## config.mk

```make
export PLATFORM = sky130hd
export DESIGN_NAME = uart_top
export DESIGN_NICKNAME = d
export VERILOG_FILES = /design/src/source/uart_pkg.sv /design/src/source/uart_top.sv /design/src/source/uart_ctrl.sv /design/src/source/uart_tx.sv /design/src/source/uart_rx.sv /design/src/source/uart_baud.sv
export SDC_FILE = /design/constraint.sdc
export NUM_CORES = 1
export LEC_CHECK = 0
export BUFFER_PORTS_ARGS = -buffer_cell sky130_fd_sc_hd__buf_4
export CORE_ASPECT_RATIO = 1.25
export CORE_MARGIN = 2
export CORE_UTILIZATION = 50
export DETAILED_ROUTE_END_ITERATION = 6
export HOLD_SLACK_MARGIN = 0.03
export PLACE_DENSITY = 0.73
export SLEW_MARGIN = 40
export SYNTH_ARGS = -nofsm -noshare
export SYNTH_HDL_FRONTEND = slang
export SYNTH_SLANG_ARGS = --single-unit
```

## constraint.sdc

```tcl
create_clock -name sys_clk -period 3.2 [get_ports sys_clk]
set_clock_uncertainty 0.1 [all_clocks]
set_input_delay 0 -clock sys_clk [delete_from_list [all_inputs] [get_ports sys_clk]]
set_output_delay 0 -clock sys_clk [all_outputs]
set_load 0.05 [all_outputs]
```

## src/source/uart_pkg.sv

```systemverilog
/* UART shared definitions
   Register map, FSM state encodings and control/status bit positions */
package uart_pkg;

	// Register bus addresses
	typedef enum logic [1:0] {
		UART_DATA = 2'd0,
		UART_CTRL = 2'd1,
		UART_STAT = 2'd2,
		UART_DIV  = 2'd3
	} uart_reg_e;

	// Receiver FSM
	typedef enum logic [1:0] {
		RX_IDLE,
		RX_START,
		RX_SHIFT,
		RX_BREAK
	} rx_state_e;

	// Transmitter FSM
	typedef enum logic [1:0] {
		TX_IDLE,
		TX_START,
		TX_SHIFT,
		TX_STOP
	} tx_state_e;

	// Control word bits
	localparam int CTRL_PAREN  = 0;
	localparam int CTRL_EVEN   = 1;
	localparam int CTRL_RXPOL  = 2;
	localparam int CTRL_CLRERR = 3;

	// Status word bits
	localparam int STAT_RBF    = 0;
	localparam int STAT_PE     = 1;
	localparam int STAT_OE     = 2;
	localparam int STAT_FE     = 3;
	localparam int STAT_BRK    = 4;
	localparam int STAT_TXBUSY = 5;

endpackage
```

## src/source/uart_top.sv

```systemverilog
/* UART top level
   Register block, baud divider, receiver and transmitter */
module uart_top
	import uart_pkg::*;
#(
	parameter int DIV_WIDTH = 16
) (
	input  logic        sys_clk,
	input  logic        resetl,
	input  logic [1:0]  addr,
	input  logic [15:0] wdata,
	input  logic        wr,
	input  logic        rd,
	output logic [15:0] rdata,
	input  logic        serin,
	output logic        serout,
	output logic        error
);

	logic [DIV_WIDTH-1:0] divisor;
	logic                 tick16;
	logic                 paren;
	logic                 even;
	logic                 rxpol;
	logic                 tx_load;
	logic [7:0]           tx_byte;
	logic                 tx_busy;
	logic                 rx_hold;
	logic                 rx_done;
	logic [7:0]           rx_byte;
	logic                 par_bad;
	logic                 stop_bad;
	logic                 brk;

	uart_ctrl #(
		.DIV_WIDTH(DIV_WIDTH)
	) u_ctrl (
		.sys_clk (sys_clk),
		.resetl  (resetl),
		.addr    (uart_reg_e'(addr)),
		.wdata   (wdata),
		.wr      (wr),
		.rd      (rd),
		.rdata   (rdata),
		.divisor (divisor),
		.paren   (paren),
		.even    (even),
		.rxpol   (rxpol),
		.tx_load (tx_load),
		.tx_byte (tx_byte),
		.tx_busy (tx_busy),
		.rx_done (rx_done),
		.rx_byte (rx_byte),
		.par_bad (par_bad),
		.stop_bad(stop_bad),
		.brk     (brk),
		.rx_hold (rx_hold),
		.error   (error)
	);

	uart_baud #(
		.DIV_WIDTH(DIV_WIDTH)
	) u_baud (
		.sys_clk(sys_clk),
		.resetl (resetl),
		.divisor(divisor),
		.tick16 (tick16)
	);

	uart_rx u_rx (
		.sys_clk (sys_clk),
		.resetl  (resetl),
		.tick16  (tick16),
		.serin   (serin),
		.rxpol   (rxpol),
		.paren   (paren),
		.even    (even),
		.rx_hold (rx_hold),
		.rx_done (rx_done),
		.rx_byte (rx_byte),
		.par_bad (par_bad),
		.stop_bad(stop_bad),
		.brk     (brk)
	);

	uart_tx u_tx (
		.sys_clk(sys_clk),
		.resetl (resetl),
		.tick16 (tick16),
		.tx_load(tx_load),
		.tx_byte(tx_byte),
		.paren  (paren),
		.even   (even),
		.serout (serout),
		.tx_busy(tx_busy)
	);

endmodule

```

## src/source/uart_ctrl.sv

```systemverilog
/* UART register block
   Bus decode, config registers, receive buffer, sticky status and read mux */
module uart_ctrl
	import uart_pkg::*;
#(
	parameter int DIV_WIDTH = 16
) (
	input  logic                 sys_clk,
	input  logic                 resetl,
	input  uart_reg_e            addr,
	input  logic [15:0]          wdata,
	input  logic                 wr,
	input  logic                 rd,
	output logic [15:0]          rdata,
	output logic [DIV_WIDTH-1:0] divisor,
	output logic                 paren,
	output logic                 even,
	output logic                 rxpol,
	output logic                 tx_load,
	output logic [7:0]           tx_byte,
	input  logic                 tx_busy,
	input  logic                 rx_done,
	input  logic [7:0]           rx_byte,
	input  logic                 par_bad,
	input  logic                 stop_bad,
	input  logic                 brk,
	output logic                 rx_hold,
	output logic                 error
);

	logic [7:0] rdr;
	logic       rbf;
	logic       pe;
	logic       oe;
	logic       fe;
	logic       data_rd;
	logic       clr_err;
	logic       accept;

	assign data_rd = rd && (addr == UART_DATA);
	assign clr_err = wr && (addr == UART_CTRL) && wdata[CTRL_CLRERR];
	// Busy transmitter drops the write
	assign tx_load = wr && (addr == UART_DATA) && !tx_busy;
	assign tx_byte = wdata[7:0];
	// New byte only taken into an empty buffer
	assign accept  = rx_done && !rbf;

	// Configuration registers
	always_ff @(posedge sys_clk) begin
		if (!resetl) begin
			paren   <= 1'b0;
			even    <= 1'b0;
			rxpol   <= 1'b0;
			divisor <= '0;
		end else if (wr) begin
			if (addr == UART_CTRL) begin
				paren <= wdata[CTRL_PAREN];
				even  <= wdata[CTRL_EVEN];
				rxpol <= wdata[CTRL_RXPOL];
			end
			if (addr == UART_DIV) begin
				divisor <= wdata[DIV_WIDTH-1:0];
			end
		end
	end

	// Status flags, set by the receiver beats a clear in the same cycle
	always_ff @(posedge sys_clk) begin
		if (!resetl) begin
			rbf <= 1'b0;
			pe  <= 1'b0;
			oe  <= 1'b0;
			fe  <= 1'b0;
		end else begin
			if (accept) begin
				rbf <= 1'b1;
			end else if (data_rd) begin
				rbf <= 1'b0;
			end
			if (clr_err) begin
				pe <= 1'b0;
				oe <= 1'b0;
				fe <= 1'b0;
			end
			if (accept) begin
				pe <= pe | par_bad;
				fe <= fe | stop_bad;
			end
			if (rx_done && rbf) begin
				oe <= 1'b1;
			end
		end
	end

	// Receive data register
	always_ff @(posedge sys_clk) begin
		if (accept) begin
			rdr <= rx_byte;
		end
	end

	assign error   = pe | oe | fe;
	assign rx_hold = error;

	always_comb begin
		rdata = 16'h0000;
		case (addr)
			UART_DATA: rdata[7:0] = rdr;
			UART_CTRL: begin
				rdata[CTRL_PAREN] = paren;
				rdata[CTRL_EVEN]  = even;
				rdata[CTRL_RXPOL] = rxpol;
			end
			UART_STAT: begin
				rdata[STAT_RBF]    = rbf;
				rdata[STAT_PE]     = pe;
				rdata[STAT_OE]     = oe;
				rdata[STAT_FE]     = fe;
				rdata[STAT_BRK]    = brk;
				rdata[STAT_TXBUSY] = tx_busy;
			end
			UART_DIV:  rdata[DIV_WIDTH-1:0] = divisor;
		endcase
	end

endmodule

```

## src/source/uart_tx.sv

```systemverilog
/* UART transmitter
   Sends start, 8 data bits LSB first, optional parity and one stop bit */
module uart_tx
	import uart_pkg::*;
(
	input  logic       sys_clk,
	input  logic       resetl,
	input  logic       tick16,
	input  logic       tx_load,
	input  logic [7:0] tx_byte,
	input  logic       paren,
	input  logic       even,
	output logic       serout,
	output logic       tx_busy
);

	tx_state_e  state;
	logic [7:0] sr;
	logic [3:0] tick_cnt;
	logic [3:0] bit_cnt;
	logic       par;
	logic       bit_end;

	// 16 ticks per bit
	assign bit_end = tick16 && (tick_cnt == 4'd15);

	always_ff @(posedge sys_clk) begin
		if (!resetl) begin
			state    <= TX_IDLE;
			tick_cnt <= 4'd0;
			bit_cnt  <= 4'd0;
		end else begin
			if (tick16) begin
				tick_cnt <= tick_cnt + 4'd1;
			end
			case (state)
				TX_IDLE: begin
					tick_cnt <= 4'd0;
					bit_cnt  <= 4'd0;
					if (tx_load) begin
						state <= TX_START;
					end
				end
				TX_START: if (bit_end) state <= TX_SHIFT;
				TX_SHIFT: begin
					if (bit_end) begin
						bit_cnt <= bit_cnt + 4'd1;
						// Parity slot is bit 8 when enabled
						if (bit_cnt == (paren ? 4'd8 : 4'd7)) begin
							state <= TX_STOP;
						end
					end
				end
				TX_STOP: if (bit_end) state <= TX_IDLE;
			endcase
		end
	end

	// Data shifter, parity accumulates as bits go out
	always_ff @(posedge sys_clk) begin
		if (state == TX_IDLE && tx_load) begin
			sr  <= tx_byte;
			par <= ~even;
		end else if (state == TX_SHIFT && bit_end && bit_cnt < 4'd8) begin
			sr  <= {1'b0, sr[7:1]};
			par <= par ^ sr[0];
		end
	end

	always_comb begin
		case (state)
			TX_START: serout = 1'b0;
			TX_SHIFT: serout = bit_cnt[3] ? par : sr[0];
			default:  serout = 1'b1;
		endcase
	end

	assign tx_busy = (state != TX_IDLE);

endmodule

```

## src/source/uart_rx.sv

```systemverilog
/* UART receiver
   16x oversampled 8-bit framer with optional parity, stop check and break detect */
module uart_rx
	import uart_pkg::*;
(
	input  logic       sys_clk,
	input  logic       resetl,
	input  logic       tick16,
	input  logic       serin,
	input  logic       rxpol,
	input  logic       paren,
	input  logic       even,
	input  logic       rx_hold,
	output logic       rx_done,
	output logic [7:0] rx_byte,
	output logic       par_bad,
	output logic       stop_bad,
	output logic       brk
);

	logic [1:0] line_sync;
	logic       line;
	rx_state_e  state;
	logic [3:0] tick_cnt;
	logic [3:0] bit_cnt;
	logic [9:0] sr;
	logic [9:0] sr_nxt;
	logic       sample;
	logic       last_bit;
	logic [7:0] data_w;
	logic       par_w;
	logic       stop_w;
	logic       all_zero;

	// Polarity correction ahead of the two-flop synchronizer
	always_ff @(posedge sys_clk) begin
		if (!resetl) begin
			line_sync <= 2'b11;
		end else begin
			line_sync <= {line_sync[0], serin ^ rxpol};
		end
	end
	assign line = line_sync[1];

	// Mid-bit sample point while shifting
	assign sample = (state == RX_SHIFT) && tick16 && (tick_cnt == 4'd15);
	// Bit 8 is the stop without parity, bit 9 with it
	assign last_bit = (bit_cnt == {3'b100, paren});
	assign sr_nxt = {line, sr[9:1]};

	// Frame fields as seen at the stop sample
	assign data_w   = paren ? sr_nxt[7:0] : sr_nxt[8:1];
	assign par_w    = sr_nxt[8];
	assign stop_w   = sr_nxt[9];
	assign all_zero = (data_w == 8'h00) && !stop_w && !(paren && par_w);

	always_ff @(posedge sys_clk) begin
		if (!resetl) begin
			state    <= RX_IDLE;
			tick_cnt <= 4'd0;
			bit_cnt  <= 4'd0;
			rx_done  <= 1'b0;
			brk      <= 1'b0;
		end else begin
			rx_done <= 1'b0;
			case (state)
				RX_IDLE: begin
					tick_cnt <= 4'd0;
					bit_cnt  <= 4'd0;
					// No new frames while an error is pending
					if (!line && !rx_hold) begin
						state <= RX_START;
					end
				end
				RX_START: begin
					if (tick16) begin
						if (tick_cnt == 4'd7) begin
							tick_cnt <= 4'd0;
							// Glitch rejection at start bit middle
							if (line) begin
								state <= RX_IDLE;
							end else begin
								state <= RX_SHIFT;
							end
						end else begin
							tick_cnt <= tick_cnt + 4'd1;
						end
					end
				end
				RX_SHIFT: begin
					if (tick16) begin
						tick_cnt <= tick_cnt + 4'd1;
					end
					if (sample) begin
						bit_cnt <= bit_cnt + 4'd1;
						if (last_bit && all_zero) begin
							state <= RX_BREAK;
							brk   <= 1'b1;
						end else if (last_bit) begin
							state   <= RX_IDLE;
							rx_done <= 1'b1;
						end
					end
				end
				RX_BREAK: begin
					// Hold break until line goes back to mark
					if (line) begin
						state <= RX_IDLE;
						brk   <= 1'b0;
					end
				end
			endcase
		end
	end

	// Shift register and result latch
	always_ff @(posedge sys_clk) begin
		if (sample) begin
			sr <= sr_nxt;
			if (last_bit) begin
				rx_byte  <= data_w;
				par_bad  <= paren & (^data_w ^ par_w ^ ~even);
				stop_bad <= ~stop_w;
			end
		end
	end

endmodule

```

## src/source/uart_baud.sv

```systemverilog
/* UART baud divider
   Down counter giving one 16x oversampling tick every divisor+1 clocks */
module uart_baud #(
	parameter int DIV_WIDTH = 16
) (
	input  logic                 sys_clk,
	input  logic                 resetl,
	input  logic [DIV_WIDTH-1:0] divisor,
	output logic                 tick16
);

	logic [DIV_WIDTH-1:0] cnt;
	logic                 cnt_zero;

	assign cnt_zero = (cnt == '0);

	always_ff @(posedge sys_clk) begin
		if (!resetl) begin
			cnt    <= '0;
			tick16 <= 1'b0;
		end else begin
			// Reload on terminal count, pulse the tick
			if (cnt_zero) begin
				cnt <= divisor;
			end else begin
				cnt <= cnt - 1'b1;
			end
			tick16 <= cnt_zero;
		end
	end

endmodule

```

# Word level (Yosys, flattened, before mapping)

Cells that the tools add are included.

Flip-flop bits (word level): 101
Bits of input ports: 23

Add/sub/neg operators: 5
Magnitude comparators: 1
Eq/ne operators: 27
Muxes and demuxes: 47
Bitwise gates (word level): 14
Reduce and logical (&&, ||, !) cells: 49

Operators by type and width:

| kind                                                                  | count |
|---|---|
| 8-bit 2-to-1 mux                                                      | 4 |
| 2-bit 2-to-1 mux                                                      | 13 |
| 4-bit 2-to-1 mux                                                      | 6 |
| 1-bit logical AND                                                     | 18 |
| 2-bit by 1-bit != test with 1-bit output (second input constant)      | 9 |
| 4-bit by 1-bit adder with 4-bit output (second input constant)        | 4 |
| 16-bit zero test                                                      | 1 |
| 16-bit 2-to-1 mux                                                     | 1 |
| 2-bit one-hot mux with 4 select lines                                 | 2 |
| 4-bit one-hot mux with 2 select lines                                 | 2 |
| 2-bit nonzero test                                                    | 8 |
| 16-bit by 1-bit subtractor with 16-bit output (second input constant) | 1 |
| 1-bit 2-to-1 mux                                                      | 13 |
| 2-bit == test (second input constant)                                 | 6 |
| 3-bit one-hot mux with 4 select lines                                 | 1 |
| 4-bit one-hot mux with 3 select lines                                 | 1 |
| 2-bit AND reduction                                                   | 5 |
| 3-bit one-hot mux with 3 select lines                                 | 1 |
| 4-bit == test                                                         | 2 |
| 4-bit == test (second input constant)                                 | 2 |
| 8-bit zero test                                                       | 1 |
| 8-bit parity                                                          | 1 |
| 2-bit by 1-bit == test with 1-bit output (second input constant)      | 3 |
| 2-bit zero test                                                       | 3 |
| 18 further kinds                                                      | 35 |

# Depth between registers and ports, before layout

Gate-level depths: netlist of the first run.

Word-level depth: 8
Depth in mapped cells: 8

# By module

A second synthesis of the first run with hierarchy kept.

Cells, all modules: 497
Area total of the unflattened synthesis: 5073.6 um2

By module, submodules not included:

| module    | instances | cells an instance | area an instance (um2) | sequential area each (um2) |
|---|---|---|---|---|
| uart_rx   | 1         | 143               | 1625.3                 | 850.8 |
| uart_ctrl | 1         | 158               | 1501.4                 | 700.7 |
| uart_tx   | 1         | 92                | 1002.2                 | 470.5 |
| uart_baud | 1         | 104               | 944.7                  | 340.3 |

# Least setup slack after synthesis of the first run

OpenSTA, ideal clock, no wires.

Path kind: register -> register
From: reg u_ctrl.paren
To: reg u_rx.par_bad, data pin
Setup time: 0.255 ns
Arrival: 1.973 ns
Data required time: 2.845 ns
Setup slack: 0.873 ns
Stages on the path, launching flop included: 9
Clock period less this slack: 2.327 ns
Path through: dfxtp_1 clkbuf_1 buf_1 mux2i_1 ha_1 xnor2_1 xnor2_1 xnor2_1 and2_1

Cells in the longest elaborated chain, start to end: 5

Ends and longest elaborated chain:

| element                        | line            | RTL |
|---|---|---|
| from (decl)                    | uart_ctrl.sv:16 | `output logic paren,` |
| from (signal assigned)         | uart_ctrl.sv:57 | `paren <= wdata[CTRL_PAREN];` |
| 8-bit 2-to-1 mux               | uart_rx.sv:52   | `assign data_w = paren ? sr_nxt[7:0] : sr_nxt[8:1];` |
| 8-bit parity                   | uart_rx.sv:122  | `par_bad <= paren & (^data_w ^ par_w ^ ~even);` |
| 1-bit bitwise XOR (2 in a row) | uart_rx.sv:122  |  |
| 1-bit bitwise AND *            | uart_rx.sv:122  |  |
| to (signal assigned)           | uart_rx.sv:122  |  |
| to (decl)                      | uart_rx.sv:16   | `output logic par_bad,` |

Every way passes the cells marked *; elsewhere a longest branch is shown, timed or not.
A chain may end at the register's enable or synchronous reset.

# Final worst setup path of the first run

Same ends and word-level chain as after synthesis.

==> results of run 1 <==
kinds of logic after synthesis:
kind of cell,Yosys count,share of synthesized area [%]
simple gates,165,16.4
flops,100,50.2
compound gates,95,13.0
buf+inv,51,4.28
fa+ha+maj,24,6.38
xor+xnor,20,3.72
mux,27,5.96
state kept, by name (all words and copies together), names as in the netlist, 4 cells and up:
name and flops:
u_baud.cnt 16, u_rx.sr 9, u_tx.tick_cnt 4, u_tx.sr 8
u_rx.tick_cnt 4, u_ctrl.rdr 8, u_rx.bit_cnt 4, u_ctrl.divisor 16
u_tx.bit_cnt 4, u_rx.rx_byte 8
worst reg2reg max path: cells and delay by family (launching register included):
kind | cells | cell delay, ns
xor gates and xnor gates | 3 | 0.45
and+or+nand+nor | 1 | 0.16
DFF | 1 | 0.77
muxes | 1 | 0.37
adders and majority gates | 1 | 0.29
power groups by stage:
stage          sequential (mW)  clock (mW)  combinational [mW]
4_1_cts                   1.55        1.01               0.939
2_1_floorplan             1.54           0               0.752
3_5_place_dp              1.57           0               0.908
5_1_grt                   1.56        1.06                1.05
6_report                  1.55       0.993               0.941
3_3_place_gp              1.56           0               0.887
worst max path at each step:
stage | from | to | slack, ns
2_1_floorplan | u_ctrl.paren | u_rx.par_bad | 0.87
3_3_place_gp | u_ctrl.paren | u_rx.par_bad | 0.98
3_5_place_dp | u_ctrl.paren | u_rx.brk | 0.84
4_1_cts | u_ctrl.paren | u_rx.par_bad | 0.83
5_1_grt | u_ctrl.paren | u_rx.brk | 0.53
6_report | u_ctrl.paren | u_rx.par_bad | 0.83
layout make-up:
type                       instances  area [µm²]  share of cell area, %
timing repair buffer              65         548                   9.81
inverter                          27         103                   1.84
tap                              123         154                   2.75
multi-input combinational        331        2140                   38.4
sequential                       100        2360                   42.3
clock inverter                     7        50.0                  0.896
clock buffer                       9         225                   4.03
metrics by stage:
step                instance area (µm²)  power, mW  instances  hold WS (ns)  util (%)
finish                             5590       3.48        662         0.226      61.2
global route                       5590       3.68        662         0.228      61.2
CTS                                5580       3.50        662         0.217      61.2
detailed placement                 5060       2.48        622         0.111      55.5
global placement                   5060       2.45        622         0.108      55.5
floorplan                          4700       2.29        482        0.0116         -
layout by cell type, fill, tap and decap left out, drive strengths merged, types with 7 or more instances in the layout:
cell         count
mux2             8
nor3            12
inv             28
and2            11
ha              24
nor2            37
nand2           61
a21oi           37
mux2i           19
edfxtp          36
a211oi           8
o21ai           18
clkbuf           9
dfxtp           64
dlygate4sd3     24
buf             41
xnor2           13
nand3           17
xor2             7
layer usage:
| layer | up-vias | GRT usage, % |
|---|---|---|
| met3 | 17 | 4.30 |
| met5 | - | 0 |
| met4 | 0 | 7.08 |
| met1 | 1721 | 24.3 |
| li1 | 1809 | - |
| met2 | 71 | 38.5 |
==> implementation parameters, run 1 <==
Parameter                              Value

Outcome
  Outcome ... completed

Critical path
  Worst reg-to-reg setup slack ... 0.83 ns
  Cell with the largest stage delay on the worst path ... dfxtp_1
  Crit path largest cell delay ... 0.77 ns
  CP top delay family ... flip-flops
  Critical path cell sequence ... mux2i_1 -> ha_1 -> xnor2_1 -> xnor2_1 -> xnor2_1 -> and2_1
  Nature of the critical path startpoint ... flip-flop
  Top cell by count, worst path ... xnor2_1
  Number of logic stages on the critical path including buffering ... 6
  Worst Path Max Fanout ... 15
  Worst Path Arrival ... 2.37 ns
  R2r startpoint ... u_ctrl.paren
  Critical path data required time ... 3.20 ns
  Kind of capture point of the worst setup path ... flip-flop
  CP bufs+invs ... 0
  Worst R2R End ... u_rx.par_bad
  Path depth of the worst reg2reg path ... 6
  Classification of the worst setup path ... flip-flop to flip-flop

Clock network
  Gates resized, CTS repair ... 0
  Root buffer cell ... clkbuf_16
  Deepest clock path buffer count ... 2
  Number of buffers created by CTS ... 9
  Number of hold buffers added after cts ... 24
  Number of clock sinks seen by CTS ... 100
  Later-pin clock latency in the skew report ... 0.34 ns
  Clock-pin slew on the worst setup and hold paths ... 0.07 ns
  # H-tree levels ... 3
  # Post-CTS Setup Buffers ... 0
  Clock tree from TritonCTS ... done

Detailed routing
  Total via count in the routed design ... 3618
  Number of DRC violations after detailed-routing iteration 0 ... 203
  Drt pass-1 iters ... 5
  Routed length on met1 ... 4.19 mm
  Total met3 wirelength after detailed routing ... 331 µm
  Detailed route wirelength on metal2 ... 5.46 mm
  Via count normalized by instance count ... 5.47
  Antenna violation net count after detailed routing ... 0
  Total wirelength of the detailed-routed design ... 10.2 mm
  Remaining DRCs ... 0
  Max Used Layer ... met4
  Routed wire per std cell ... 15.4 µm

STA
  Sum of negative setup slack ... 0 ns
  Highest Clock Rate ... 0.422 GHz
  Transition at the pin with the smallest max-transition slack ... 0.703 ns
  Final hold violations ... 0
  Least setup slack across all paths after layout ... 0.831 ns
  Post-route minimum period ... 2.37 ns
  Final clock period utilization by the worst path ... 74.0%
  Worst relative slew slack ... 52.5%
  Unrepaired setup endpoints after global routing ... false
  Setup-violating endpoint count in the final report ... 0
  Number of pins with negative max-slew slack in the final report ... 0

Synthesis
  Top-area cell type share of the netlist area ... 27.2%
  Synth Cell Area ... 0.00470 mm²
  Synth Instances ... 482
  Leading post-synthesis cells by cell area ... dfxtp_1 27%, edfxtp_1 23%, ha_1 6.4%, nand2_1 4.9%, mux2i_1 4.0%
  Most frequent cell after synthesis ... dfxtp_1
  Count of unique library cells instantiated by Yosys ... 48
  Mean cell area of the mapped netlist ... 9.76 µm²
  Most instantiated cells after synthesis ... 64 x dfxtp_1, 61 x nand2_1, 37 x a21oi_1, 37 x nor2_1, 36 x edfxtp_1
  Register bit total from synthesis ... 100
  Syn_nets ... 529
  Number of enable-type register cells in the synthesized netlist ... 36
  Proportion of synthesized chip area in sequential cells ... 50.2%
  Total number of yosys warnings ... 0
  Largest area contributor in the netlist ... dfxtp_1
  Commonest register cell after synthesis ... dfxtp_1
  Ys async rst share ... 0%

Pwr
  Power per cell area ... 623 mW/mm²
  Logic gate share of total power ... 27.0%
  Worst ir drop on vdd ... 357 µV
  Internal power ... 2.37 mW
  Clock power frac ... 28.5%
  Switching power of the nets ... 1.11 mW
  Proportion of total power due to net switching ... 31.8%
  Flop pwr share ... 44.5%
  Leakage dissipation ... 2.14 nW

Final layout
  Filler cell count in the final layout ... 769
  Post-layout nets ... 581
  Relative area change from synthesis to final layout ... 18.8%
  Share of final-layout standard cells stronger than drive strength 1 ... 13.7%
  Antenna diode instance count ... 0

Die
  Die Span X ... 90.8 µm
  Area of the core ... 0.00913 mm²
  Number of standard-cell rows in the floorplan ... 39
  Initial core utilization ... 51.5%
  Die Span Y ... 112 µm
  IO Pins ... 41
  Total die area ... 0.0102 mm²

Global route
  Total grt overflow ... 0
  Vias in the first global route ... 3530
  Number of antenna violations at the first check in global routing ... 0
  Overall routing resource usage ... 21.0%
  Wire length of the first global-routing pass ... 17.0 mm
  Maximum number of pins on one net before global-route repair ... 47

Hold path
  Hold depth ... 4
  Hold worst-path end ... u_ctrl.paren
  Worst hold path type ... input port to flip-flop
  Hold Path Origin ... addr[0]

Placed design
  Half-perimeter wire length after detailed placement ... 7.06 mm
  Buffers on Ports ... 40
  Routability congestion estimate from global placement ... 0.875
  Placement-stage worst setup slack ... 0.842 ns

Flow run
  Count of maximum capacitance violations ... 0
Power figures use the tool's default switching activity.
==> inputs of run 2 (changes only) <==
==> constraint.sdc (replaced) <==
create_clock -name sys_clk -period 2.3 [get_ports sys_clk]
set_clock_uncertainty 0.1 [all_clocks]
set_input_delay 0 -clock sys_clk [delete_from_list [all_inputs] [get_ports sys_clk]]
set_output_delay 0 -clock sys_clk [all_outputs]
set_load 0.05 [all_outputs]
==> implementation parameters, run 2 (synthesized netlist as in run 1, its figures left out) <==
Parameter                              Value

Outcome
  Outcome ... completed

Clock network
  Later-pin clock latency in the skew report ... 0.35 ns
  Root buffer cell ... clkbuf_16
  Number of buffers created by CTS ... 9
  # H-tree levels ... 3
  # Post-CTS Setup Buffers ... 0
  Clock tree from TritonCTS ... done
  Number of clock sinks seen by CTS ... 100
  Deepest clock path buffer count ... 2
  Clock-pin slew on the worst setup and hold paths ... 0.07 ns

Critical path
  Path depth of the worst reg2reg path ... 4
  Critical path cell sequence ... or4_4 -> or4_4 -> a21oi_1 -> o221a_2
  Critical path data required time ... 2.49 ns
  Worst R2R End ... u_baud.cnt[8]
  Top cell by count, worst path ... or4_4
  Classification of the worst setup path ... flip-flop to flip-flop
  Nature of the critical path startpoint ... flip-flop
  Worst reg-to-reg setup slack ... 0.12 ns
  Crit path largest cell delay ... 0.67 ns
  Worst Path Max Fanout ... 30
  Cell with the largest stage delay on the worst path ... or4_4
  Kind of capture point of the worst setup path ... flip-flop
  Worst Path Arrival ... 2.37 ns
  CP top delay family ... simple AND/OR/NAND/NOR gates
  CP bufs+invs ... 0
  R2r startpoint ... u_baud.cnt[10]

Placed design
  Routability congestion estimate from global placement ... 0.878
  Area of placed instances ... 0.00515 mm²
  Half-perimeter wire length after detailed placement ... 7.05 mm
  Number of cells in the design after placement ... 633
  Buffers on Ports ... 40

Final layout
  Register area ... 0.00236 mm²
  Biggest registers after layout ... u_baud.cnt: 16 flops, u_ctrl.divisor: 16 flops, u_rx.sr: 9 flops
  Filler cell count in the final layout ... 762
  Number of cells in the finished layout apart from fillers ... 671
  Final cell area excluding filler cells ... 0.00566 mm²
  Most frequent cells in the layout ... 63 x dfxtp_1, 61 x nand2_1, 52 x buf_4, 37 x nor2_1, 37 x a21oi_1
  Share of final-layout standard cells stronger than drive strength 1 ... 15.3%
  Antenna diode instance count ... 0
  Relative area change from synthesis to final layout ... 20.3%
  Most frequent standard cell in the layout excluding fill and tap cells ... dfxtp_1
  Post-layout nets ... 590
  Area used by multi-input combinational logic ... 0.00214 mm²

STA
  Sum of negative setup slack ... 0 ns
  Number of pins with negative max-slew slack in the final report ... 0
  Worst relative slew slack ... 57.6%
  Post-route minimum period ... 2.18 ns
  Final hold violations ... 0
  Highest Clock Rate ... 0.458 GHz
  Final clock period utilization by the worst path ... 94.9%
  Unrepaired setup endpoints after global routing ... false
  Setup-violating endpoint count in the final report ... 0
  Transition at the pin with the smallest max-transition slack ... 0.637 ns

Die
  Number of standard-cell rows in the floorplan ... 39
  Die Span X ... 90.8 µm
  IO Pins ... 41
  Area of the core ... 0.00913 mm²
  Die Span Y ... 112 µm
  Total die area ... 0.0102 mm²
  Initial core utilization ... 51.5%

Detailed routing
  Drt pass-1 iters ... 5
  Number of DRC violations after detailed-routing iteration 0 ... 233
  Remaining DRCs ... 0
  Total wirelength of the detailed-routed design ... 10.0 mm
  Total via count in the routed design ... 3648
  Antenna violation net count after detailed routing ... 0
  Routed wire per std cell ... 14.9 µm
  Via count normalized by instance count ... 5.44

Global route
  Wire length of the first global-routing pass ... 16.4 mm
  Busiest metal layer after global routing ... met2
  Number of antenna violations at the first check in global routing ... 0
  Overall routing resource usage ... 20.3%
  Met3 track demand over resource in global routing ... 2.42%
  Total grt overflow ... 0
  Vias in the first global route ... 3455
  Met2 global-route usage ... 37.1%
  Maximum number of pins on one net before global-route repair ... 47
  Fraction of met1 tracks used by global routing ... 23.5%

Pwr
  Worst ir drop on vdd ... 450 µV
  Power per cell area ... 878 mW/mm²
  Leakage dissipation ... 2.20 nW

Hold path
  Hold Path Origin ... addr[0]
  Hold depth ... 4
  Worst hold path type ... input port to flip-flop
  Hold worst-path end ... u_ctrl.even

Flow run
  Count of maximum capacitance violations ... 0
[run 2: cell count changes in the layout (fill, tap and decap cells not counted), sizes merged]
cell         previous run  this run
buf                    41        52
clkinvlp                4         1
dlygate4sd3            24        22
inv                    28        31
[run 2: worst max-delay path by stage]
stage                   startpoint             to  depth (start not counted)
global route        u_baud.cnt[10]  u_baud.cnt[8]                          4
global placement    u_baud.cnt[10]  u_baud.cnt[8]                          3
finish              u_baud.cnt[10]  u_baud.cnt[8]                          4
detailed placement    u_ctrl.paren   u_rx.par_bad                          6
CTS                   u_ctrl.paren   u_rx.par_bad                          6
floorplan            u_baud.tick16       u_tx.par                          5
[run 2: metrics by stage]
stage,power [mW],utilization (%),hold WS [ns],worst slack [ns]
3_5_place_dp,3.51,56.4,0.113,0.136
2_1_floorplan,3.19,-,0.0116,0.128
4_1_cts,5.00,62.0,0.202,0.124
6_report,4.97,62.0,0.207,0.118
3_3_place_gp,3.46,56.4,0.109,0.207
5_1_grt,5.24,62.0,0.248,0.0124
[run 2: final cells by class]
cell class | instances | share of cell area (%)
Inverter | 27 | 1.81
Clock buffer | 9 | 3.98
Timing Repair Buffer | 74 | 10.8
Tap cell | 123 | 2.72
Sequential cell | 100 | 41.8
Clock inverter | 7 | 1.11
Multi-Input combinational cell | 331 | 37.8
[run 2: what timing repair did]
item                                    CTS  global route
hold buffers                             22             0
gates resized for setup                   0             1
endpoints found under the setup margin    0             2
hold endpoints to repair                 47             0
[run 2: power by group]
part | leakage [nW] | switching [mW] | total, mW | internal (mW)
Sequential | 0.845 | 0.152 | 2.15 | 2.00
Clock | 0.139 | 0.698 | 1.46 | 0.759
Combinational | 1.22 | 0.751 | 1.36 | 0.609
[run 2: worst min-delay path: cells and delay by family]
family,cells,cell delay (ns)
compound gates,1,0.06
fa+ha+maj,1,0.29
buf+inv,1,0.13
simple gates,1,0.12
[run 2: metal layers]
layer | vias up | share of wire (%)
met2 | 53 | 55
met5 | - | 0
met1 | 1750 | 41
met4 | 0 | 1.9
met3 | 17 | 2.5
li1 | 1828 | -
